[config.mk]
export PLATFORM = sky130hd
export DESIGN_NAME = tcb_lite_err_flat
export DESIGN_NICKNAME = d
export VERILOG_FILES = /design/src/tcb_lite_pkg.sv /design/src/tcb_lite_if.sv /design/src/tcb_lite_err.sv /design/src/flat_wrapper.sv
export VERILOG_INCLUDE_DIRS = /design/src /design/src/src
export SDC_FILE = /design/constraint.sdc
export NUM_CORES = 1
export LEC_CHECK = 0
export BUFFER_PORTS_ARGS = -buffer_cell sky130_fd_sc_hd__buf_2
export CAP_MARGIN = 30
export CELL_PAD_IN_SITES_DETAIL_PLACEMENT = 0
export CELL_PAD_IN_SITES_GLOBAL_PLACEMENT = 1
export CORE_MARGIN = 8
export CORE_UTILIZATION = 24
export CTS_CLUSTER_DIAMETER = 100
export CTS_CLUSTER_SIZE = 25
export DETAILED_ROUTE_END_ITERATION = 10
export PLACE_DENSITY = 0.88
export SYNTH_ARGS = -nofsm -noshare
export SYNTH_HDL_FRONTEND = slang
export SYNTH_SLANG_ARGS = --single-unit
[constraint.sdc]
create_clock -name tcb -period 1.6 [get_ports tcb]
set_input_delay 0.08 -clock tcb [delete_from_list [all_inputs] [get_ports tcb]]
set_output_delay 0.08 -clock tcb [all_outputs]
set_load 0.02 [all_outputs]
[src/tcb_lite_params.svh]
/*
 * TCB-Lite subsystem parameters
 * bus widths, response delay, memory depth and the address map
 */

`ifndef TCB_LITE_PARAMS_SVH
`define TCB_LITE_PARAMS_SVH

// bus widths
`define TCB_ADR_W 12
`define TCB_DAT_W 32
`define TCB_BEN_W 4

// response delay in cycles, counted from the transfer
`define TCB_DLY 1

// memory size in words, region starts at address 0
`define TCB_MEM_DEPTH 256

// register block region
`define TCB_CSR_BASE 12'h400
`define TCB_CSR_SIZE 16

`endif
[src/tcb_lite_pkg.sv]
/*
 * TCB-Lite shared types
 * address, data, byte enable, region select and error counter
 */

`include "tcb_lite_params.svh"

package tcb_lite_pkg;

    // byte address
    typedef logic [`TCB_ADR_W-1:0] tcb_adr_t;

    // data word
    typedef logic [`TCB_DAT_W-1:0] tcb_dat_t;

    // one enable per byte lane
    typedef logic [`TCB_BEN_W-1:0] tcb_ben_t;

    // region picked by the decoder
    typedef enum logic [1:0] {
        sel_mem = 2'd0,
        sel_csr = 2'd1,
        sel_err = 2'd2
    } tcb_sel_t;

    // error subordinate transfer counter
    typedef logic [15:0] tcb_cnt_t;

endpackage

[src/tcb_lite_if.sv]
/*
 * TCB-Lite bus interface
 * request and handshake signals, fixed-delay response,
 * delayed transfer flag, manager and subordinate modports
 */

`timescale 1ns/10ps

`include "tcb_lite_params.svh"

interface tcb_lite_if (
    input logic tcb,
    input logic rst_n
);

    import tcb_lite_pkg::*;

    // request, driven by the manager
    logic     vld;
    logic     wen;
    tcb_adr_t adr;
    tcb_ben_t ben;
    tcb_dat_t wdt;

    // handshake and response, driven by the subordinate
    logic     rdy;
    tcb_dat_t rdt;
    logic     err;

    // transfer flag and its delayed copy
    logic                 trn;
    logic                 trn_dly;
    logic [`TCB_DLY-1:0]  trn_pipe;

    ////////////////////////////////////////////////////////////////////////////
    // transfer tracking
    ////////////////////////////////////////////////////////////////////////////

    assign trn = vld & rdy;

    // shift the transfer flag so the response side knows when data is due
    always_ff @(posedge tcb or negedge rst_n) begin
        if (!rst_n) begin
            trn_pipe <= '0;
        end else begin
            trn_pipe[0] <= trn;
            for (int i = 1; i < `TCB_DLY; i++) begin
                trn_pipe[i] <= trn_pipe[i-1];
            end
        end
    end

    // last stage lines up with rdt and err
    assign trn_dly = trn_pipe[`TCB_DLY-1];

    ////////////////////////////////////////////////////////////////////////////
    // modports
    ////////////////////////////////////////////////////////////////////////////

    modport manager (
        input  tcb, rst_n,
        output vld, wen, adr, ben, wdt,
        input  rdy, rdt, err,
        input  trn, trn_dly
    );

    modport subordinate (
        input  tcb, rst_n,
        input  vld, wen, adr, ben, wdt,
        output rdy, rdt, err,
        input  trn, trn_dly
    );

endinterface

[src/tcb_lite_err.sv]
/*
 * TCB-Lite default error subordinate
 * always ready, answers with err, counts its transfers
 */

`timescale 1ns/10ps

module tcb_lite_err (
    tcb_lite_if.subordinate     tcb,
    input  logic                err_clr,
    output tcb_lite_pkg::tcb_cnt_t err_cnt
);

    import tcb_lite_pkg::*;

    logic     rdy_q;
    logic     err_q;
    tcb_cnt_t cnt_q;

    always_ff @(posedge tcb.tcb or negedge tcb.rst_n) begin
        if (!tcb.rst_n) begin
            rdy_q <= 1'b0;
            err_q <= 1'b0;
        end else begin
            rdy_q <= 1'b1;
            // error flag one cycle after each transfer
            err_q <= tcb.trn;
        end
    end

    // saturating counter, clear beats a transfer in the same cycle
    always_ff @(posedge tcb.tcb or negedge tcb.rst_n) begin
        if (!tcb.rst_n) begin
            cnt_q <= '0;
        end else if (err_clr) begin
            cnt_q <= '0;
        end else if (tcb.trn && (cnt_q != '1)) begin
            cnt_q <= cnt_q + 1'b1;
        end
    end

    assign tcb.rdy = rdy_q;
    assign tcb.rdt = '0;
    assign tcb.err = err_q;
    assign err_cnt = cnt_q;

    a_err_on_trn: assert property (
        @(posedge tcb.tcb) disable iff (!tcb.rst_n)
        tcb.err |-> tcb.trn_dly
    );

endmodule

[src/flat_wrapper.sv]
// flat-port wrapper written by rule: the top's interface ports become plain ports
module tcb_lite_err_flat import tcb_lite_pkg::*;
  (err_clr, err_cnt, tcb, rst_n, tcb_vld, tcb_wen, tcb_adr, tcb_ben, tcb_wdt, tcb_rdy, tcb_rdt, tcb_err);
  tcb_lite_if tcb_i (.tcb(tcb), .rst_n(rst_n));
  input  logic err_clr;
  output tcb_lite_pkg::tcb_cnt_t err_cnt;
  input wire logic tcb;
  input wire logic rst_n;
  input wire logic [$bits(tcb_i.vld)-1:0] tcb_vld;
  input wire logic [$bits(tcb_i.wen)-1:0] tcb_wen;
  input wire logic [$bits(tcb_i.adr)-1:0] tcb_adr;
  input wire logic [$bits(tcb_i.ben)-1:0] tcb_ben;
  input wire logic [$bits(tcb_i.wdt)-1:0] tcb_wdt;
  output wire logic [$bits(tcb_i.rdy)-1:0] tcb_rdy;
  output wire logic [$bits(tcb_i.rdt)-1:0] tcb_rdt;
  output wire logic [$bits(tcb_i.err)-1:0] tcb_err;
  assign tcb_i.vld = tcb_vld;
  assign tcb_i.wen = tcb_wen;
  assign tcb_i.adr = tcb_adr;
  assign tcb_i.ben = tcb_ben;
  assign tcb_i.wdt = tcb_wdt;
  assign tcb_rdy = tcb_i.rdy;
  assign tcb_rdt = tcb_i.rdt;
  assign tcb_err = tcb_i.err;
  tcb_lite_err u_core (.tcb(tcb_i), .err_clr(err_clr), .err_cnt(err_cnt));
endmodule
==> results by group <==
Cells and area
  • Layout cells sized above 1: around two fifths
  • Antenna Cells: 0
  • Final nets: around 250
  • Core Util, Final: 32.3%
  • Multi-input combinational cell area: 707 um2
  • Layout area overhead: 29.1%
  • Finished Cell Area: around 0.0017 mm2
  • Register Area: 457 um2
  • Commonest non-fill, non-tap cell in the layout: conb_1
  • Commonest cells after routing, fill and taps aside: conb_1, buf_4, buf_2
  • Fill count: about 580

Routing
  • Antenna Nets Post-Route: 0
  • Avg WL per Cell: about 14 um
  • Initial DRT Pass Iterations: 4
  • Via count: approximately 1200
  • Vias per cell: around 4.6
  • DRC Markers: 0
  • Drt first-iter violations: 56
  • Total wire length: around 3600 um

Floorplanning
  • Die Y: slightly below 90 um
  • Die outline width: 89.1 um
  • I/O Pins: 103
  • FP Rows: 26
  • Die Area: roughly 0.008 mm2
  • Initial Util: between 20% and 30%
  • Core area: ~0.0051 mm2

Logic synthesis
  • Post-Syn Area per Cell: around 9 um2
  • Sequential fraction of the synthesis area: 35.1%
  • Mapped Cells: approximately 140
  • Synth area leaders: dfrtp_1, buf_4, a21oi_1, o31ai_1, or4_1
  • Mapped Area: between 0.001 and 0.0015 mm2
  • Syn. warnings: 0
  • Top-area cell type share of the netlist area: approximately a third
  • Yosys reg bits: 18
  • Yosys cell types: 36
  • Area leader, netlist: dfrtp_1

STA
  • Setup ws final: -0.0279 ns
  • Max-slew violation count: 0
  • Skew final: 0.00256 ns
  • TNS Setup: -0.0315 ns
  • Setup violators final: 2
  • Minimum clock period after layout: roughly 1.6 ns
  • RSZ-0062 raised after global routing: true
  • Hold Fails Final Rpt: 0
  • Fmax: between 600 and 700 MHz
  • Period utilization: 102%

Power and ir drop
  • Static leakage: roughly 0.77 nW
  • Pwr Total: around 0.98 mW
  • Maximum vdd drop: 243 uV
  • Pwr/cell area: 592 mW/mm2

Worst setup path
  • CP required: between 1.5 and 2 ns
  • Critical path launch point type: register
  • CP max FO: 4
  • Critical Path AT: around 1.8 ns
  • CP endpoint kind: register
  • Crit path kind: register to register

Place
  • Dpl cell area: 0.00153 mm2
  • HPWL Detailed: 2660 um
  • Placer's final routability congestion estimate: just over 0.8
  • # port buffers: 21

CTS
  • H-tree depth: 1
  • CTS Sinks: 18
  • CTS max path bufs: 2
  • Clock Latency Late Sink: ~0.26 ns
  • CTS clk-pin slew, worst paths: around 0.070 ns
  • CTS buffer count: 3
  • CTS tree: built
  • CTS Root Cell: clkbuf_8

Flow run
  • Max Cap Violations: 0

Global route
  • First-pass GRT wire length: around 5600 um
  • Largest net degree at the start of global routing: 20
  • Antenna violations before repair: 0
  • GRT Util Overall: 8.96%
  • Vias in the first global route: 1197
  • GRT overflow: 0

Run status
  • Failing checks: negative setup slack
  • Outcome: finished with violations

Hold path
  • HP Class: primary input to register
worst max-delay path, stage by stage (launching register included):
cell and delay, ns:
dfrtp_2 0.43, ha_4 0.18, nand4_1 0.14, nor4_4 0.07
buf_4 0.15, or4_4 0.47, a21oi_2 0.12
Yosys cell counts (all sizes together):
cell    count
nand4       7
o41ai       2
and3        3
nor4        3
dfrtp      18
a21oi      12
buf        37
nand3       9
o31ai       7
nor3        2
and4        1
mux2        2
o311ai      2
o21ai       5
conb        2
or4         7
or3         4
or2         1
nor2b       2
nand3b      1
inv         5
nand2       6
nand4b      1
nor2        2
clkbuf      1
ha          1
metal layers:
metal | track usage [%] | vias up | routed length [um]
li1 | - | 555 | -
met1 | 10.5 | 609 | 1550
met2 | 15.6 | 40 | 1740
met3 | 1.29 | 5 | 216
met4 | 4.53 | 0 | 69
met5 | 0 | - | 0
cells by family (layout without fill, tap and decap cells):
family                     after synthesis  after routing  synth area share (%)
DFF                                     18             18                  35.1
AOI/OAI and AO/OA                       28             28                  13.5
adders and majority gates                1              1                 0.975
buffers and inverters                   43             60                  23.2
and+or+nand+nor                         49             49                  24.7
muxes                                    2              2                  2.05
other                                    2             33                 0.585
state kept, by name (all words and copies together) (netlist names):
| name | flops |
|---|---|
| u_core.tcb.rdy | 1 |
| u_core.err_cnt | 16 |
| u_core.tcb.err | 1 |
timing repair:
| action | CTS | global route |
|---|---|---|
| resized for setup | 0 | 10 |
| setup buffers | 2 | 1 |
| hold buffers | 1 | 0 |
| setup endpoints to repair | 3 | 14 |
| endpoints found under the hold margin | 18 | 0 |
| pin swaps | 0 | 5 |
report_power, final:
part / switching [mW] / internal (mW) / leakage, nW
sequential: 0.00408 / 0.460 / 0.239
combinational: 0.107 / 0.0192 / 0.504
clock: 0.171 / 0.219 / 0.0288
path summary, 6_finish.rpt:
path | start | endpoint | slack [ns] | cells past startpoint
max in group asynchronous | rst_n | u_core.err_cnt[0] | 0.98 | 2
worst max-delay path | u_core.err_cnt[1] | u_core.err_cnt[4] | -0.03 | 6
worst max register to register | u_core.err_cnt[1] | u_core.err_cnt[4] | -0.03 | 6
worst min register to register | u_core.err_cnt[15] | u_core.err_cnt[15] | 0.57 | 1
min in group asynchronous | rst_n | u_core.err_cnt[14] | 0.29 | 2
worst min-delay path | err_clr | u_core.err_cnt[4] | 0.23 | 2
final cells by class:
cell class                 instances  share of cell area (%)
multi-input combinational        113                    42.6
tap                               70                    5.28
inverter                           5                    1.13
timing repair buffer              51                    20.1
clock buffer                       4                    3.32
sequential                        18                    27.5
through the flow:
stage                     worst slack, ns  instances  hold WS [ns]
after floorplan                   -0.0186        174        -0.216
after global placement            0.00668        253        0.0398
after detailed placement         -0.00932        253        0.0471
after CTS                        -0.00175        260         0.224
after global routing              -0.0753        261         0.257
final                             -0.0279        261         0.232
Note: power is estimated with default switching activity, not from simulation.
