### src/tcb_lite_params.svh
/*
 * TCB-Lite subsystem parameters
 * bus widths, response delay, memory depth and the address map
 */

`ifndef TCB_LITE_PARAMS_SVH
`define TCB_LITE_PARAMS_SVH

// bus widths
`define TCB_ADR_W 12
`define TCB_DAT_W 32
`define TCB_BEN_W 4

// response delay in cycles, counted from the transfer
`define TCB_DLY 1

// memory size in words, region starts at address 0
`define TCB_MEM_DEPTH 256

// register block region
`define TCB_CSR_BASE 12'h400
`define TCB_CSR_SIZE 16

`endif
### src/tcb_lite_pkg.sv
/*
 * TCB-Lite shared types
 * address, data, byte enable, region select and error counter
 */

`include "tcb_lite_params.svh"

package tcb_lite_pkg;

    // byte address
    typedef logic [`TCB_ADR_W-1:0] tcb_adr_t;

    // data word
    typedef logic [`TCB_DAT_W-1:0] tcb_dat_t;

    // one enable per byte lane
    typedef logic [`TCB_BEN_W-1:0] tcb_ben_t;

    // region picked by the decoder
    typedef enum logic [1:0] {
        sel_mem = 2'd0,
        sel_csr = 2'd1,
        sel_err = 2'd2
    } tcb_sel_t;

    // error subordinate transfer counter
    typedef logic [15:0] tcb_cnt_t;

endpackage

### src/tcb_lite_if.sv
/*
 * TCB-Lite bus interface
 * request and handshake signals, fixed-delay response,
 * delayed transfer flag, manager and subordinate modports
 */

`timescale 1ns/10ps

`include "tcb_lite_params.svh"

interface tcb_lite_if (
    input logic tcb,
    input logic rst_n
);

    import tcb_lite_pkg::*;

    // request, driven by the manager
    logic     vld;
    logic     wen;
    tcb_adr_t adr;
    tcb_ben_t ben;
    tcb_dat_t wdt;

    // handshake and response, driven by the subordinate
    logic     rdy;
    tcb_dat_t rdt;
    logic     err;

    // transfer flag and its delayed copy
    logic                 trn;
    logic                 trn_dly;
    logic [`TCB_DLY-1:0]  trn_pipe;

    ////////////////////////////////////////////////////////////////////////////
    // transfer tracking
    ////////////////////////////////////////////////////////////////////////////

    assign trn = vld & rdy;

    // shift the transfer flag so the response side knows when data is due
    always_ff @(posedge tcb or negedge rst_n) begin
        if (!rst_n) begin
            trn_pipe <= '0;
        end else begin
            trn_pipe[0] <= trn;
            for (int i = 1; i < `TCB_DLY; i++) begin
                trn_pipe[i] <= trn_pipe[i-1];
            end
        end
    end

    // last stage lines up with rdt and err
    assign trn_dly = trn_pipe[`TCB_DLY-1];

    ////////////////////////////////////////////////////////////////////////////
    // modports
    ////////////////////////////////////////////////////////////////////////////

    modport manager (
        input  tcb, rst_n,
        output vld, wen, adr, ben, wdt,
        input  rdy, rdt, err,
        input  trn, trn_dly
    );

    modport subordinate (
        input  tcb, rst_n,
        input  vld, wen, adr, ben, wdt,
        output rdy, rdt, err,
        input  trn, trn_dly
    );

endinterface

### src/tcb_lite_dec.sv
/*
 * TCB-Lite address decoder
 * region classification, request demultiplexer,
 * select pipeline and response multiplexer
 */

`timescale 1ns/10ps

`include "tcb_lite_params.svh"

module tcb_lite_dec (
    tcb_lite_if.subordinate man,
    tcb_lite_if.manager     mem,
    tcb_lite_if.manager     csr,
    tcb_lite_if.manager     err,
    input  logic            mem_en
);

    import tcb_lite_pkg::*;

    // region limits in bytes
    localparam int unsigned MEM_END = `TCB_MEM_DEPTH * `TCB_BEN_W;
    localparam int unsigned CSR_BEG = `TCB_CSR_BASE;
    localparam int unsigned CSR_END = `TCB_CSR_BASE + `TCB_CSR_SIZE;

    tcb_sel_t sel;
    tcb_sel_t sel_dly [`TCB_DLY];

    // classify the request address, disabled memory falls to the error slave
    always_comb begin
        if (man.adr < MEM_END) begin
            sel = mem_en ? sel_mem : sel_err;
        end else if ((man.adr >= CSR_BEG) && (man.adr < CSR_END)) begin
            sel = sel_csr;
        end else begin
            sel = sel_err;
        end
    end

    ////////////////////////////////////////////////////////////////////////////
    // request path
    ////////////////////////////////////////////////////////////////////////////

    // only the selected subordinate sees vld
    assign mem.vld = man.vld && (sel == sel_mem);
    assign csr.vld = man.vld && (sel == sel_csr);
    assign err.vld = man.vld && (sel == sel_err);

    // remaining request fields are broadcast
    assign mem.wen = man.wen;
    assign mem.adr = man.adr;
    assign mem.ben = man.ben;
    assign mem.wdt = man.wdt;
    assign csr.wen = man.wen;
    assign csr.adr = man.adr;
    assign csr.ben = man.ben;
    assign csr.wdt = man.wdt;
    assign err.wen = man.wen;
    assign err.adr = man.adr;
    assign err.ben = man.ben;
    assign err.wdt = man.wdt;

    // ready comes back from the addressed subordinate
    always_comb begin
        case (sel)
            sel_mem: man.rdy = mem.rdy;
            sel_csr: man.rdy = csr.rdy;
            default: man.rdy = err.rdy;
        endcase
    end

    ////////////////////////////////////////////////////////////////////////////
    // response path
    ////////////////////////////////////////////////////////////////////////////

    // select follows the transfer through the response delay
    always_ff @(posedge man.tcb or negedge man.rst_n) begin
        if (!man.rst_n) begin
            for (int i = 0; i < `TCB_DLY; i++) begin
                sel_dly[i] <= sel_mem;
            end
        end else begin
            sel_dly[0] <= sel;
            for (int i = 1; i < `TCB_DLY; i++) begin
                sel_dly[i] <= sel_dly[i-1];
            end
        end
    end

    // response mux, quiet between transfers
    always_comb begin
        man.rdt = '0;
        man.err = 1'b0;
        if (man.trn_dly) begin
            case (sel_dly[`TCB_DLY-1])
                sel_mem: begin
                    man.rdt = mem.rdt;
                    man.err = mem.err;
                end
                sel_csr: begin
                    man.rdt = csr.rdt;
                    man.err = csr.err;
                end
                default: begin
                    man.rdt = err.rdt;
                    man.err = err.err;
                end
            endcase
        end
    end

    // delayed select names the one subordinate whose response is due
    a_rsp_src: assert property (
        @(posedge man.tcb) disable iff (!man.rst_n)
        man.trn_dly |->
            $onehot({mem.trn_dly, csr.trn_dly, err.trn_dly}) &&
            (((sel_dly[`TCB_DLY-1] == sel_mem) && mem.trn_dly) ||
             ((sel_dly[`TCB_DLY-1] == sel_csr) && csr.trn_dly) ||
             ((sel_dly[`TCB_DLY-1] == sel_err) && err.trn_dly))
    );

endmodule

### src/flat_wrapper.sv
// flat-port wrapper written by rule: the top's interface ports become plain ports
module tcb_lite_dec_flat import tcb_lite_pkg::*;
  (mem_en, tcb, rst_n, man_vld, man_wen, man_adr, man_ben, man_wdt, man_rdy, man_rdt, man_err, mem_vld, mem_wen, mem_adr, mem_ben, mem_wdt, mem_rdy, mem_rdt, mem_err, csr_vld, csr_wen, csr_adr, csr_ben, csr_wdt, csr_rdy, csr_rdt, csr_err, err_vld, err_wen, err_adr, err_ben, err_wdt, err_rdy, err_rdt, err_err);
  tcb_lite_if man_i (.tcb(tcb), .rst_n(rst_n));
  tcb_lite_if mem_i (.tcb(tcb), .rst_n(rst_n));
  tcb_lite_if csr_i (.tcb(tcb), .rst_n(rst_n));
  tcb_lite_if err_i (.tcb(tcb), .rst_n(rst_n));
  input  logic mem_en;
  input wire logic tcb;
  input wire logic rst_n;
  input wire logic [$bits(man_i.vld)-1:0] man_vld;
  input wire logic [$bits(man_i.wen)-1:0] man_wen;
  input wire logic [$bits(man_i.adr)-1:0] man_adr;
  input wire logic [$bits(man_i.ben)-1:0] man_ben;
  input wire logic [$bits(man_i.wdt)-1:0] man_wdt;
  output wire logic [$bits(man_i.rdy)-1:0] man_rdy;
  output wire logic [$bits(man_i.rdt)-1:0] man_rdt;
  output wire logic [$bits(man_i.err)-1:0] man_err;
  output wire logic [$bits(mem_i.vld)-1:0] mem_vld;
  output wire logic [$bits(mem_i.wen)-1:0] mem_wen;
  output wire logic [$bits(mem_i.adr)-1:0] mem_adr;
  output wire logic [$bits(mem_i.ben)-1:0] mem_ben;
  output wire logic [$bits(mem_i.wdt)-1:0] mem_wdt;
  input wire logic [$bits(mem_i.rdy)-1:0] mem_rdy;
  input wire logic [$bits(mem_i.rdt)-1:0] mem_rdt;
  input wire logic [$bits(mem_i.err)-1:0] mem_err;
  output wire logic [$bits(csr_i.vld)-1:0] csr_vld;
  output wire logic [$bits(csr_i.wen)-1:0] csr_wen;
  output wire logic [$bits(csr_i.adr)-1:0] csr_adr;
  output wire logic [$bits(csr_i.ben)-1:0] csr_ben;
  output wire logic [$bits(csr_i.wdt)-1:0] csr_wdt;
  input wire logic [$bits(csr_i.rdy)-1:0] csr_rdy;
  input wire logic [$bits(csr_i.rdt)-1:0] csr_rdt;
  input wire logic [$bits(csr_i.err)-1:0] csr_err;
  output wire logic [$bits(err_i.vld)-1:0] err_vld;
  output wire logic [$bits(err_i.wen)-1:0] err_wen;
  output wire logic [$bits(err_i.adr)-1:0] err_adr;
  output wire logic [$bits(err_i.ben)-1:0] err_ben;
  output wire logic [$bits(err_i.wdt)-1:0] err_wdt;
  input wire logic [$bits(err_i.rdy)-1:0] err_rdy;
  input wire logic [$bits(err_i.rdt)-1:0] err_rdt;
  input wire logic [$bits(err_i.err)-1:0] err_err;
  assign man_i.vld = man_vld;
  assign man_i.wen = man_wen;
  assign man_i.adr = man_adr;
  assign man_i.ben = man_ben;
  assign man_i.wdt = man_wdt;
  assign man_rdy = man_i.rdy;
  assign man_rdt = man_i.rdt;
  assign man_err = man_i.err;
  assign mem_vld = mem_i.vld;
  assign mem_wen = mem_i.wen;
  assign mem_adr = mem_i.adr;
  assign mem_ben = mem_i.ben;
  assign mem_wdt = mem_i.wdt;
  assign mem_i.rdy = mem_rdy;
  assign mem_i.rdt = mem_rdt;
  assign mem_i.err = mem_err;
  assign csr_vld = csr_i.vld;
  assign csr_wen = csr_i.wen;
  assign csr_adr = csr_i.adr;
  assign csr_ben = csr_i.ben;
  assign csr_wdt = csr_i.wdt;
  assign csr_i.rdy = csr_rdy;
  assign csr_i.rdt = csr_rdt;
  assign csr_i.err = csr_err;
  assign err_vld = err_i.vld;
  assign err_wen = err_i.wen;
  assign err_adr = err_i.adr;
  assign err_ben = err_i.ben;
  assign err_wdt = err_i.wdt;
  assign err_i.rdy = err_rdy;
  assign err_i.rdt = err_rdt;
  assign err_i.err = err_err;
  tcb_lite_dec u_core (.man(man_i), .mem(mem_i), .csr(csr_i), .err(err_i), .mem_en(mem_en));
endmodule
### config.mk
export PLATFORM = sky130hd
export DESIGN_NAME = tcb_lite_dec_flat
export DESIGN_NICKNAME = d
export VERILOG_FILES = /design/src/tcb_lite_pkg.sv /design/src/tcb_lite_if.sv /design/src/tcb_lite_dec.sv /design/src/flat_wrapper.sv
export VERILOG_INCLUDE_DIRS = /design/src /design/src/src
export SDC_FILE = /design/constraint.sdc
export NUM_CORES = 1
export LEC_CHECK = 0
export BUFFER_PORTS_ARGS = -buffer_cell sky130_fd_sc_hd__buf_4
export CORE_AREA = 3 3 130 132
export DETAILED_ROUTE_END_ITERATION = 16
export DIE_AREA = 0 0 133 135
export PLACE_DENSITY = 0.5
export SYNTH_ARGS = -nofsm -noshare
export SYNTH_HDL_FRONTEND = slang
export SYNTH_SLANG_ARGS = --single-unit
### constraint.sdc
create_clock -name tcb -period 1.4 [get_ports tcb]
set_clock_uncertainty 0.05 [all_clocks]
set_input_delay 0.35 -clock tcb [delete_from_list [all_inputs] [get_ports tcb]]
set_output_delay 0.35 -clock tcb [all_outputs]
set_load 0.005 [all_outputs]
==> reports/metrics.yaml <==
outcome:
  outcome: "finished with violations"
  violations: "setup timing"
placement:
  dp_hpwl_um: 6179
  io_buffers: 174
  gp_congestion: 0.7728
  dpl_cell_area_um2: 2801
  post-place-cells: 556
finish:
  final_cell_mix: "buf_4, nand2_1, o21ai_1, and2_1, mux2i_1"
  antenna_cells: 0
  post-route-util: 0.1964
  final_common_cell: "buf_4"
  syn2layout_area_growth_pct: 40.63
  instances_no_fill: 569
  final_nets: 509
  design_area_um2: 3109
  drive_gt1_frac: 0.6204
power_and_ir_drop:
  power_density_nw_per_um2: 394.1
  p_leak_uw: 0.001477
  p_comb_frac: 0.556
  p_sw_frac: 0.2543
  p_int_uw: 913.8
  pwr-share-seq: 0.077
  clkPwrFrac: 0.367
  power_switching_uw: 311.6
  irDropWorstVdd_mv: 0.3927
logic_synthesis:
  syn_area_um2: 2211
  yosysSeqAreaShare: 0.03396
  yosysUniqueCellTypes: 19
  ys_ff_latch: 3
  ys.warnings.count: 0
  syn_nets: 464
  syn_inst: 309
  syn_area_per_cell_um2: 7.155
clock_network:
  cts_tree: "built"
  path_clk_slew_ns: 0.03
  numCtsBuffers: 3
  clock_path_buffers: 2
  cts_root_buf: "clkbuf_16"
  htreeDepth: 1
  clkSinkCount: 3
drt:
  ant_nets: 0
  via_per_inst: 3.457
  wl_per_cell_um: 13.39
  drt_pre_antenna_iters: 4
  num_vias: 1967
  drtIter0Drc: 46
  drc: 0
  wirelength_um: 7618
global_route:
  grt_max_degree: 39
  antenna_found_initial: 0
  grt.total_usage: 0.07071
  grt_pass1_wl_um: 10380
  first_global_vias: 2099
  grt-ovfl-total: 0
sta:
  rsz0062_at_grt: "yes"
  slew_headroom: 0.8162
  finalMaxSlewViolations: 0
  finalCriticalPeriod_ns: 1.855
  setup_viol: 36
  hold_ws_ns: 0.3393
  hold_viol: 0
  worst_pin_slew_ns: 0.2736
  setup_slack_ns: -0.4546
  max_freq_mhz: 539.2
  period_share: 1.325
setup_path:
  critPathRequiredTime_ns: 1.00
  worstSetupStartpointType: "register"
  crit_chain: "buf_12, clkbuf_16, mux2i_1, o21ai_1, and2_1, buf_4"
  cp_slowest_cell: "dfrtp_2"
  endpoint_kind: "output port"
  critPathMaxFanout: 9
  max_stage_delay_ns: 0.40
  crit_arrival_ns: 1.45
  setup.worst_path.class: "register to output port"
floorplan:
  io_pins: 339
  die_h_um: 135
  die_w_um: 133
  die_area_um2: 17960
  rows: 46
  initial_core_util: 0.1397
  core_um2: 15830
run:
  timing.max_cap.violations: 0
worst_hold_path:
  hp-class: "primary input to register"
-- cell type report --
type / instances / area [um^2]
Fill cell: 1791 / 12720
Timing Repair Buffer: 201 / 1669
Multi-Input combinational cell: 145 / 1013
Tap cell: 216 / 270.3
Clock buffer: 4 / 78.83
Sequential cell: 3 / 77.57
-- repair_timing --
item,CTS,global route
cloned,0,2
pin swaps,5,9
endpoints found under the hold margin,3,0
hold buffers,1,0
setup buffers,5,2
resized for setup,15,16
endpoints found under the setup margin,37,37
-- per-layer routing --
metal | share of wire | vias up | wire length (um) | global-route usage
met5 | 0 | - | 0 | 0
met4 | 0.042 | 0 | 317 | 0.03695
met3 | 0.13 | 31 | 969 | 0.02720
met2 | 0.50 | 154 | 3841 | 0.1357
met1 | 0.33 | 838 | 2490 | 0.06401
li1 | - | 944 | - | -
-- power groups by stage --
stage	combinational, uW	clock, uW	sequential (uW)
floorplan	512	0	93.9
global placement	638	0	95.8
detailed placement	647	0	96.0
CTS	671	457	95.1
global route	742	468	95.2
finish	681	449	94.7
-- flip-flops by register name (all words and copies together), names as in the netlist --
signal          flops
man_i.trn_dly       1
u_core.sel_dly      2
-- synthesized netlist by cell type (all sizes together) --
cell type  instances  area (um^2)
and2              37        232.7
clkbuf             8        30.03
a221o              1        10.01
and3               1        7.510
o21ai             33        165.1
nor4               1        21.27
a31o               1        8.760
dfrtp              3        75.07
nor3b              1        7.510
and4bb             1        12.51
mux2i             33        330.3
nand2             33        123.9
a21oi              1        8.760
buf              153         1144
a32o               1        10.01
nor4b              1        23.77
-- cell families (layout without fill, tap and decap cells) --
logic type,after synthesis,in the layout,share of synthesized area
and+or+nand+nor,75,75,0.1941
AOI/OAI and AO/OA,37,37,0.09168
DFF,3,3,0.03395
muxes,33,33,0.1494
buffers and inverters,161,205,0.5308
-- through the flow --
step / worst slack [ns] / TNS [ns] / power (uW)
after global routing: -0.5063 / -17.09 / 1305
after global placement: -0.3671 / -6.659 / 733.6
after floorplan: -0.07875 / -0.07875 / 605.9
final: -0.4546 / -14.81 / 1225
after detailed placement: -0.3906 / -7.408 / 742.7
after CTS: -0.4748 / -14.65 / 1223
-- final timing paths --
| kind | depth (start not counted) | startpoint | end | slack [ns] |
|---|---|---|---|---|
| max | 6 | u_core.sel_dly[0] | man_rdt[15] | -0.45 |
| min | 2 | err_rdy | man_i.trn_dly | 0.34 |
| max in group asynchronous | 2 | rst_n | u_core.sel_dly[0] | 0.80 |
| min in group asynchronous | 2 | rst_n | u_core.sel_dly[1] | 0.40 |
-- worst max-delay path: cells and delay by family (launching register included) --
| kind | cells | cell delay (ns) |
|---|---|---|
| buffers and inverters | 3 | 0.45 |
| AOI/OAI and AO/OA | 1 | 0.07 |
| and+or+nand+nor | 1 | 0.16 |
| muxes | 1 | 0.15 |
| DFF | 1 | 0.40 |
Note: power is estimated with default switching activity, not from simulation.
