==> src/tcb_lite_params.svh <==
/*
 * TCB-Lite subsystem parameters
 * bus widths, response delay, memory depth and the address map
 */

`ifndef TCB_LITE_PARAMS_SVH
`define TCB_LITE_PARAMS_SVH

// bus widths
`define TCB_ADR_W 12
`define TCB_DAT_W 32
`define TCB_BEN_W 4

// response delay in cycles, counted from the transfer
`define TCB_DLY 1

// memory size in words, region starts at address 0
`define TCB_MEM_DEPTH 256

// register block region
`define TCB_CSR_BASE 12'h400
`define TCB_CSR_SIZE 16

`endif
==> src/tcb_lite_pkg.sv <==
/*
 * TCB-Lite shared types
 * address, data, byte enable, region select and error counter
 */

`include "tcb_lite_params.svh"

package tcb_lite_pkg;

    // byte address
    typedef logic [`TCB_ADR_W-1:0] tcb_adr_t;

    // data word
    typedef logic [`TCB_DAT_W-1:0] tcb_dat_t;

    // one enable per byte lane
    typedef logic [`TCB_BEN_W-1:0] tcb_ben_t;

    // region picked by the decoder
    typedef enum logic [1:0] {
        sel_mem = 2'd0,
        sel_csr = 2'd1,
        sel_err = 2'd2
    } tcb_sel_t;

    // error subordinate transfer counter
    typedef logic [15:0] tcb_cnt_t;

endpackage

==> src/tcb_lite_if.sv <==
/*
 * TCB-Lite bus interface
 * request and handshake signals, fixed-delay response,
 * delayed transfer flag, manager and subordinate modports
 */

`timescale 1ns/10ps

`include "tcb_lite_params.svh"

interface tcb_lite_if (
    input logic tcb,
    input logic rst_n
);

    import tcb_lite_pkg::*;

    // request, driven by the manager
    logic     vld;
    logic     wen;
    tcb_adr_t adr;
    tcb_ben_t ben;
    tcb_dat_t wdt;

    // handshake and response, driven by the subordinate
    logic     rdy;
    tcb_dat_t rdt;
    logic     err;

    // transfer flag and its delayed copy
    logic                 trn;
    logic                 trn_dly;
    logic [`TCB_DLY-1:0]  trn_pipe;

    ////////////////////////////////////////////////////////////////////////////
    // transfer tracking
    ////////////////////////////////////////////////////////////////////////////

    assign trn = vld & rdy;

    // shift the transfer flag so the response side knows when data is due
    always_ff @(posedge tcb or negedge rst_n) begin
        if (!rst_n) begin
            trn_pipe <= '0;
        end else begin
            trn_pipe[0] <= trn;
            for (int i = 1; i < `TCB_DLY; i++) begin
                trn_pipe[i] <= trn_pipe[i-1];
            end
        end
    end

    // last stage lines up with rdt and err
    assign trn_dly = trn_pipe[`TCB_DLY-1];

    ////////////////////////////////////////////////////////////////////////////
    // modports
    ////////////////////////////////////////////////////////////////////////////

    modport manager (
        input  tcb, rst_n,
        output vld, wen, adr, ben, wdt,
        input  rdy, rdt, err,
        input  trn, trn_dly
    );

    modport subordinate (
        input  tcb, rst_n,
        input  vld, wen, adr, ben, wdt,
        output rdy, rdt, err,
        input  trn, trn_dly
    );

endinterface

==> src/tcb_lite_csr.sv <==
/*
 * TCB-Lite register block
 * CTRL with memory enable, SCRATCH, error count view and clear
 */

`timescale 1ns/10ps

module tcb_lite_csr (
    tcb_lite_if.subordinate        tcb,
    input  tcb_lite_pkg::tcb_cnt_t err_cnt,
    output logic                   mem_en,
    output logic                   err_clr
);

    import tcb_lite_pkg::*;

    // word offsets within the region
    localparam logic [1:0] OFS_CTRL    = 2'd0;
    localparam logic [1:0] OFS_SCRATCH = 2'd1;
    localparam logic [1:0] OFS_ERR_CNT = 2'd2;

    logic [1:0] ofs;
    logic       wr;
    logic       rdy_q;
    logic       ctrl_q;
    tcb_dat_t   scratch_q;
    tcb_dat_t   rdt_q;

    assign ofs = tcb.adr[3:2];
    assign wr  = tcb.trn && tcb.wen;

    ////////////////////////////////////////////////////////////////////////////
    // register writes
    ////////////////////////////////////////////////////////////////////////////

    always_ff @(posedge tcb.tcb or negedge tcb.rst_n) begin
        if (!tcb.rst_n) begin
            rdy_q     <= 1'b0;
            ctrl_q    <= 1'b1;
            scratch_q <= '0;
        end else begin
            rdy_q <= 1'b1;
            // mem_en lives in the low byte
            if (wr && (ofs == OFS_CTRL) && tcb.ben[0]) begin
                ctrl_q <= tcb.wdt[0];
            end
            if (wr && (ofs == OFS_SCRATCH)) begin
                for (int b = 0; b < $bits(tcb_ben_t); b++) begin
                    if (tcb.ben[b]) begin
                        scratch_q[8*b +: 8] <= tcb.wdt[8*b +: 8];
                    end
                end
            end
        end
    end

    // read mux, registered on the transfer
    always_ff @(posedge tcb.tcb or negedge tcb.rst_n) begin
        if (!tcb.rst_n) begin
            rdt_q <= '0;
        end else if (tcb.trn) begin
            if (tcb.wen) begin
                rdt_q <= '0;
            end else begin
                case (ofs)
                    OFS_CTRL:    rdt_q <= tcb_dat_t'(ctrl_q);
                    OFS_SCRATCH: rdt_q <= scratch_q;
                    OFS_ERR_CNT: rdt_q <= tcb_dat_t'(err_cnt);
                    default:     rdt_q <= '0;
                endcase
            end
        end
    end

    // any write to ERR_CNT clears the counter in the error slave
    assign err_clr = wr && (ofs == OFS_ERR_CNT);
    assign mem_en  = ctrl_q;

    assign tcb.rdy = rdy_q;
    assign tcb.rdt = rdt_q;
    assign tcb.err = 1'b0;

endmodule

==> src/flat_wrapper.sv <==
// flat-port wrapper written by rule: the top's interface ports become plain ports
module tcb_lite_csr_flat import tcb_lite_pkg::*;
  (err_cnt, mem_en, err_clr, tcb, rst_n, tcb_vld, tcb_wen, tcb_adr, tcb_ben, tcb_wdt, tcb_rdy, tcb_rdt, tcb_err);
  tcb_lite_if tcb_i (.tcb(tcb), .rst_n(rst_n));
  input  tcb_lite_pkg::tcb_cnt_t err_cnt;
  output logic mem_en;
  output logic err_clr;
  input wire logic tcb;
  input wire logic rst_n;
  input wire logic [$bits(tcb_i.vld)-1:0] tcb_vld;
  input wire logic [$bits(tcb_i.wen)-1:0] tcb_wen;
  input wire logic [$bits(tcb_i.adr)-1:0] tcb_adr;
  input wire logic [$bits(tcb_i.ben)-1:0] tcb_ben;
  input wire logic [$bits(tcb_i.wdt)-1:0] tcb_wdt;
  output wire logic [$bits(tcb_i.rdy)-1:0] tcb_rdy;
  output wire logic [$bits(tcb_i.rdt)-1:0] tcb_rdt;
  output wire logic [$bits(tcb_i.err)-1:0] tcb_err;
  assign tcb_i.vld = tcb_vld;
  assign tcb_i.wen = tcb_wen;
  assign tcb_i.adr = tcb_adr;
  assign tcb_i.ben = tcb_ben;
  assign tcb_i.wdt = tcb_wdt;
  assign tcb_rdy = tcb_i.rdy;
  assign tcb_rdt = tcb_i.rdt;
  assign tcb_err = tcb_i.err;
  tcb_lite_csr u_core (.tcb(tcb_i), .err_cnt(err_cnt), .mem_en(mem_en), .err_clr(err_clr));
endmodule
==> config.mk <==
export PLATFORM = sky130hd
export DESIGN_NAME = tcb_lite_csr_flat
export DESIGN_NICKNAME = d
export VERILOG_FILES = /design/src/tcb_lite_pkg.sv /design/src/tcb_lite_if.sv /design/src/tcb_lite_csr.sv /design/src/flat_wrapper.sv
export VERILOG_INCLUDE_DIRS = /design/src /design/src/src
export SDC_FILE = /design/constraint.sdc
export NUM_CORES = 1
export LEC_CHECK = 0
export BUFFER_PORTS_ARGS = -buffer_cell sky130_fd_sc_hd__buf_2
export CAP_MARGIN = 15
export CORE_ASPECT_RATIO = 1.75
export CORE_MARGIN = 2
export CORE_UTILIZATION = 45
export DETAILED_ROUTE_END_ITERATION = 10
export PLACE_DENSITY = 0.8
export SLEW_MARGIN = 40
export SYNTH_ARGS = -nofsm -noshare
export SYNTH_HDL_FRONTEND = slang
export SYNTH_SLANG_ARGS = --single-unit
export TNS_END_PERCENT = 1
==> constraint.sdc <==
create_clock -name tcb -period 1.6 [get_ports tcb]
set_input_delay 0.16 -clock tcb [delete_from_list [all_inputs] [get_ports tcb]]
set_output_delay 0.16 -clock tcb [all_outputs]
set_load 0.1 [all_outputs]
==> results of run 1 <==
routing by layer:
layer  global-route usage [%]  up-vias  part of all wire, %
li1                         -      855                    -
met5                        0        -                    0
met1                    23.97      942                   41
met2                    30.85       72                   52
met3                    5.230       15                  5.1
met4                    10.48        0                  2.4
cell type report:
type / instances / area, sq um / share of cell area [%]
Clock inverter: 5 / 52.55 / 1.477
Tap cell: 78 / 97.59 / 2.744
Inverter: 1 / 3.754 / 0.1055
Clock buffer: 11 / 151.4 / 4.256
Sequential cell: 66 / 1657 / 46.57
Multi-Input combinational cell: 99 / 1012 / 28.46
Timing Repair Buffer: 101 / 583.1 / 16.39
through the flow:
step / hold WS, ns / area [sq um]
floorplan: -0.1356 / 2753
global placement: 0.1737 / 3333
detailed placement: 0.1821 / 3339
CTS: 0.02272 / 3557
global route: 0.01607 / 3557
finish: 0.04864 / 3557
worst paths after layout:
path                                                   from                        endpoint  slack (ns)  cells past startpoint
hold / removal                                   err_cnt[8]   u_core.tcb.rdt[8]$_DFFE_PN0N_        0.05                      2
hold reg to reg            u_core.scratch_q[18]$_DFFE_PN0P_  u_core.tcb.rdt[18]$_DFFE_PN0N_        0.49                      1
setup / recovery                   u_core.tcb.rdy$_DFF_PN0_   u_core.tcb.rdt[2]$_DFFE_PN0N_        0.07                      5
max in group asynchronous                             rst_n  u_core.tcb.rdt[10]$_DFFE_PN0N_        0.81                      3
setup reg to reg                   u_core.tcb.rdy$_DFF_PN0_   u_core.tcb.rdt[2]$_DFFE_PN0N_        0.07                      5
min in group asynchronous                             rst_n  u_core.tcb.rdt[25]$_DFFE_PN0N_        0.35                      3
flip-flops by register name, indices dropped and copies added (netlist names):
register and flops:
u_core.scratch_q 32, u_core.tcb.rdt 32, u_core.mem_en 1, u_core.tcb.rdy 1
power by group through the flow:
stage          Sequential [mW]  Clock [mW]  Combinational, mW
2_1_floorplan             2.39           0              0.320
6_report                  1.99        1.41              0.942
4_1_cts                   1.99        1.46              0.951
5_1_grt                   2.02        1.54              0.990
3_5_place_dp              2.02           0              0.944
3_3_place_gp              2.01           0              0.925
repair_timing:
| action | in CTS | in global routing |
|---|---|---|
| setup endpoints to repair | 17 | 0 |
| gates resized for setup | 3 | 0 |
| endpoints found under the hold margin | 65 | 0 |
| hold buffers | 1 | 0 |
layout by cell type (no fill, tap or decap), types with 3 or more instances in the layout:
cell type	count
dfrtp_1	64
a221o_1	15
buf_4	5
clkbuf_8	11
and3_2	3
mux2_2	9
clkinv_2	3
buf_2	91
buf_12	4
and2_1	15
mux2_4	24
a22o_1	17
logic make-up (layout without fill, tap and decap cells):
logic type / Yosys count / after routing / share of synthesized area [%]
buffers and inverters: 12 / 118 / 3.422
and+or+nand+nor: 30 / 30 / 7.667
muxes: 34 / 34 / 17.21
other: 2 / 2 / 0.2739
DFF: 66 / 66 / 60.29
AOI/OAI and AO/OA: 33 / 33 / 11.14
worst max-delay path, delay by kind of cell, from the launching register on:
kind            cells  cell delay, ns
compound gates      1            0.36
simple gates        2            0.20
flops               1            0.48
buf+inv             2            0.36
==> impl_metrics.json, run 1 <==
{
  "outcome": "completed",
  "numPortBuffers": 92,
  "utilization_pct": 60.50,
  "start_kind": "flip-flop",
  "slowest_delay_ns": 0.48,
  "path_cells": "nand2_1 > buf_4 > nor3_4 > buf_12 > a221o_1",
  "n_antenna_cell": 0,
  "grt_pass1_wl_mm": 9.798,
  "drt_iter0_markers": 103,
  "finClkSkew_ns": 0.005953,
  "maxSlewHeadroom_pct": 55.16,
  "synth.most_common_cell": "dfrtp_1",
  "synth_top_area_cell": "dfrtp_1",
  "maxCapViolations": 0,
  "detail_route.first_pass.iterations": 7,
  "yosysSeqAreaShare_pct": 60.29,
  "overflow": 0,
  "grt.total_usage_pct": 19.42,
  "synth.area.top_cells": "dfrtp_1 (59%), mux2_4 (13%), a221o_1 (5.5%)",
  "synthFlopType": "dfrtp_1",
  "worstPathArrival_ns": 1.74,
  "ir_worst_vdd_v": 0.0008580,
  "period_minus_slack_ns": 1.527,
  "ys_types": 26,
  "cts_tree": "done",
  "post-route-period-util_pct": 95.47,
  "synth_common_cells": "dfrtp_1 (65), mux2_4 (24), a22o_1 (17), a221o_1 (15), and2_1 (15)",
  "cts_buffers": 9,
  "via_per_inst": 5.219,
  "path_class": "reg -> reg",
  "worst_slack_ns": 0.07255,
  "p_total_mw": 4.342,
  "synth_edf_count": 0,
  "hold_viol_final": 0,
  "routed_wirelength_mm": 5.996,
  "finalSetupViolCount": 0,
  "hold_class": "in -> reg",
  "synthesis.nets": 245,
  "synth_top_area_share_pct": 59.33,
  "path_clk_slew_ns": 0.07,
  "power.share.combinational_pct": 21.7,
  "ys_ff_latch": 66,
  "critical_path.endpoint_type": "flip-flop",
  "dp_cells": 344,
  "syn_area_sq_um": 2741,
  "worstMarginPinSlew_ns": 0.6705,
  "max-clock-path-buffers": 2,
  "first_global_vias": 1938,
  "start_util_pct": 46.63,
  "seqPwrFrac_pct": 45.9,
  "fin_setup_tns_ns": 0,
  "ys_warn_count": 0,
  "synth-async-reset-ratio_pct": 100.0,
  "grt_antenna_before_repair": 0,
  "p_sw_mw": 1.323,
  "switching_share_pct": 30.47,
  "die_x_um": 63,
  "wire_per_inst_um": 16.61,
  "dp_hpwl_mm": 4.307,
  "place_ws_ns": -0.04636,
  "gp_congestion": 0.7744,
  "p_leak_nw": 1.870,
  "design.portCount": 104,
  "clockPowerShare_pct": 32.4,
  "antenna_left": 0,
  "fin_nets": 346,
  "instances_no_fill": 361,
  "crit_slowest_cell": "dfrtp_4",
  "clkLatencyLatePin_ns": 0.34,
  "post_cts_buffers": 0,
  "p_per_area_nw_per_um2": 1221,
  "drive_gt1_share_pct": 56.54,
  "clockRootBuffer": "clkbuf_8",
  "fillers": 503,
  "drc_errors": 0,
  "htree_levels": 3,
  "row_count": 37,
  "coreArea_sq_um": 5879,
  "fmax_mhz": 654.7,
  "synthCells": 177,
  "synth.avg_cell_area_sq_um": 15.49,
  "rsz0062_at_grt": "no",
  "dieHeight_um": 107.3,
  "clock-sinks": 66,
  "required_ns": 1.81,
  "drv_slew": 0,
  "p_int_mw": 3.019,
  "grt_max_degree": 43,
  "dr_total_vias": 1884,
  "crit_fanout": 16,
  "area_growth_pct": 29.76,
  "dieArea_sq_um": 6757
}
No activity file was read; power rests on OpenSTA's default activity.
==> run 2: changes to the inputs <==
==> constraint.sdc (replaced) <==
create_clock -name tcb -period 1.95 [get_ports tcb]
set_input_delay 0.195 -clock tcb [delete_from_list [all_inputs] [get_ports tcb]]
set_output_delay 0.195 -clock tcb [all_outputs]
set_load 0.1 [all_outputs]
==> impl_metrics.json, run 2 (same netlist as run 1, synthesis figures left out) <==
{
  "hold_viol_final": 0,
  "fin_nets": 346,
  "finalSetupViolCount": 0,
  "post-route-period-util_pct": 86.23,
  "clock-sinks": 66,
  "dieHeight_um": 107.3,
  "coreArea_sq_um": 5879,
  "grt.total_usage_pct": 19.37,
  "slowest_delay_ns": 0.42,
  "via_per_inst": 5.136,
  "path_class": "reg -> out",
  "p_per_area_nw_per_um2": 1034,
  "path_cells": "and3_1 > nor2b_4 > buf_2",
  "cts_tree": "done",
  "start_kind": "flip-flop",
  "rsz0062_at_grt": "no",
  "period_minus_slack_ns": 1.681,
  "antenna_left": 0,
  "drv_slew": 0,
  "row_count": 37,
  "numPortBuffers": 92,
  "post_cts_buffers": 0,
  "max-clock-path-buffers": 2,
  "fin_setup_tns_ns": 0,
  "grt_pass1_wl_mm": 9.825,
  "cp_top_family": "buffers and inverters",
  "worstPathArrival_ns": 1.49,
  "drc_errors": 0,
  "design.portCount": 104,
  "die_x_um": 63,
  "dr_total_vias": 1854,
  "wire_per_inst_um": 16.41,
  "grt_antenna_before_repair": 0,
  "required_ns": 1.75,
  "maxSlewHeadroom_pct": 49.60,
  "cts_buffers": 9,
  "start_util_pct": 46.63,
  "crit_fanout": 4,
  "maxCapViolations": 0,
  "dp_hpwl_mm": 4.059,
  "ir_worst_vdd_v": 0.0005688,
  "area_growth_pct": 28.39,
  "hold_class": "in -> reg",
  "worstMarginPinSlew_ns": 0.7535,
  "overflow": 0,
  "first_global_vias": 1978,
  "final_common_cell": "buf_2",
  "fillers": 470,
  "htree_levels": 3,
  "critical_path.endpoint_type": "output pin",
  "clockRootBuffer": "clkbuf_8",
  "fmax_mhz": 594.7,
  "layout_common_cells": "buf_2 (92), dfrtp_1 (64), mux2_4 (24), a22o_1 (17)",
  "drive_gt1_share_pct": 54.06,
  "routed_wirelength_mm": 5.923,
  "grt_max_degree": 67,
  "dieArea_sq_um": 6757,
  "path_clk_slew_ns": 0.07,
  "p_total_mw": 3.640,
  "p_leak_nw": 1.864,
  "crit_slowest_cell": "buf_2",
  "n_antenna_cell": 0,
  "clkLatencyLatePin_ns": 0.33,
  "finClkSkew_ns": 0.003585,
  "outcome": "completed",
  "gp_congestion": 0.7405,
  "cp_num_buf_inv": 1,
  "cts_resized": 0,
  "detail_route.first_pass.iterations": 4,
  "drt_iter0_markers": 134
}
-- run 2: cell type report --
type | instances | area [sq um] | area share [%]
clock inverter | 2 | 60.06 | 1.706
sequential | 66 | 1654 | 47.00
multi-input combinational | 99 | 1008 | 28.65
tap | 78 | 97.59 | 2.773
clock buffer | 14 | 152.6 | 4.337
inverter | 1 | 3.754 | 0.1066
timing repair buffer | 101 | 543.0 | 15.43
-- run 2: final timing paths --
| path | startpoint | endpoint | slack [ns] | depth (start not counted) |
|---|---|---|---|---|
| setup / recovery | u_core.tcb.rdy$_DFF_PN0_ | err_clr | 0.27 | 3 |
| hold / removal | tcb_wdt[8] | u_core.scratch_q[8]$_DFFE_PN0P_ | 0.09 | 2 |
| setup reg to reg | u_core.tcb.rdy$_DFF_PN0_ | u_core.scratch_q[28]$_DFFE_PN0P_ | 0.37 | 3 |
| hold reg to reg | u_core.scratch_q[25]$_DFFE_PN0P_ | u_core.tcb.rdt[25]$_DFFE_PN0N_ | 0.50 | 1 |
| max in group asynchronous | rst_n | u_core.mem_en$_DFFE_PN1P_ | 1.22 | 3 |
| min in group asynchronous | rst_n | u_core.scratch_q[26]$_DFFE_PN0P_ | 0.41 | 3 |
-- run 2: worst register-to-register path, delay by kind of cell, from the launching register on --
kind / cells / cell delay [ns]
simple gates: 2 / 0.74
mux: 1 / 0.35
flops: 1 / 0.37
-- run 2: through the flow --
step	instance area, sq um	setup slack, ns	util (%)	hold slack, ns	instances
finish	3520	0.2686	59.86	0.08761	361
global placement	3291	0.2122	55.97	0.2342	344
global route	3520	0.1985	59.86	0.07441	361
detailed placement	3297	0.3179	56.08	0.2377	344
floorplan	2750	0.2445	-	-0.1006	177
CTS	3520	0.2334	59.86	0.06421	361
-- run 2: power by group --
group          switching (mW)  total, mW  internal, mW  leakage (nW)
clock                   0.482       1.24         0.758         0.105
combinational           0.490      0.765         0.274         0.888
sequential             0.0914       1.64          1.54         0.871
total                    1.06       3.64          2.58          1.86
-- run 2: layer usage --
| metal | wire length, um | part of all wire (%) | up-vias | track usage, % |
|---|---|---|---|---|
| met5 | 0 | 0 | - | 0 |
| met4 | 116 | 2.0 | 0 | 9.683 |
| met2 | 2980 | 50 | 69 | 30.24 |
| met1 | 2529 | 43 | 922 | 24.79 |
| met3 | 296 | 5.0 | 10 | 5.126 |
| li1 | - | - | 853 | - |
-- run 2: what timing repair did --
action / in CTS / in global routing
hold endpoints to repair: 65 / 0
hold buffers: 1 / 0
endpoints found under the setup margin: 0 / 0
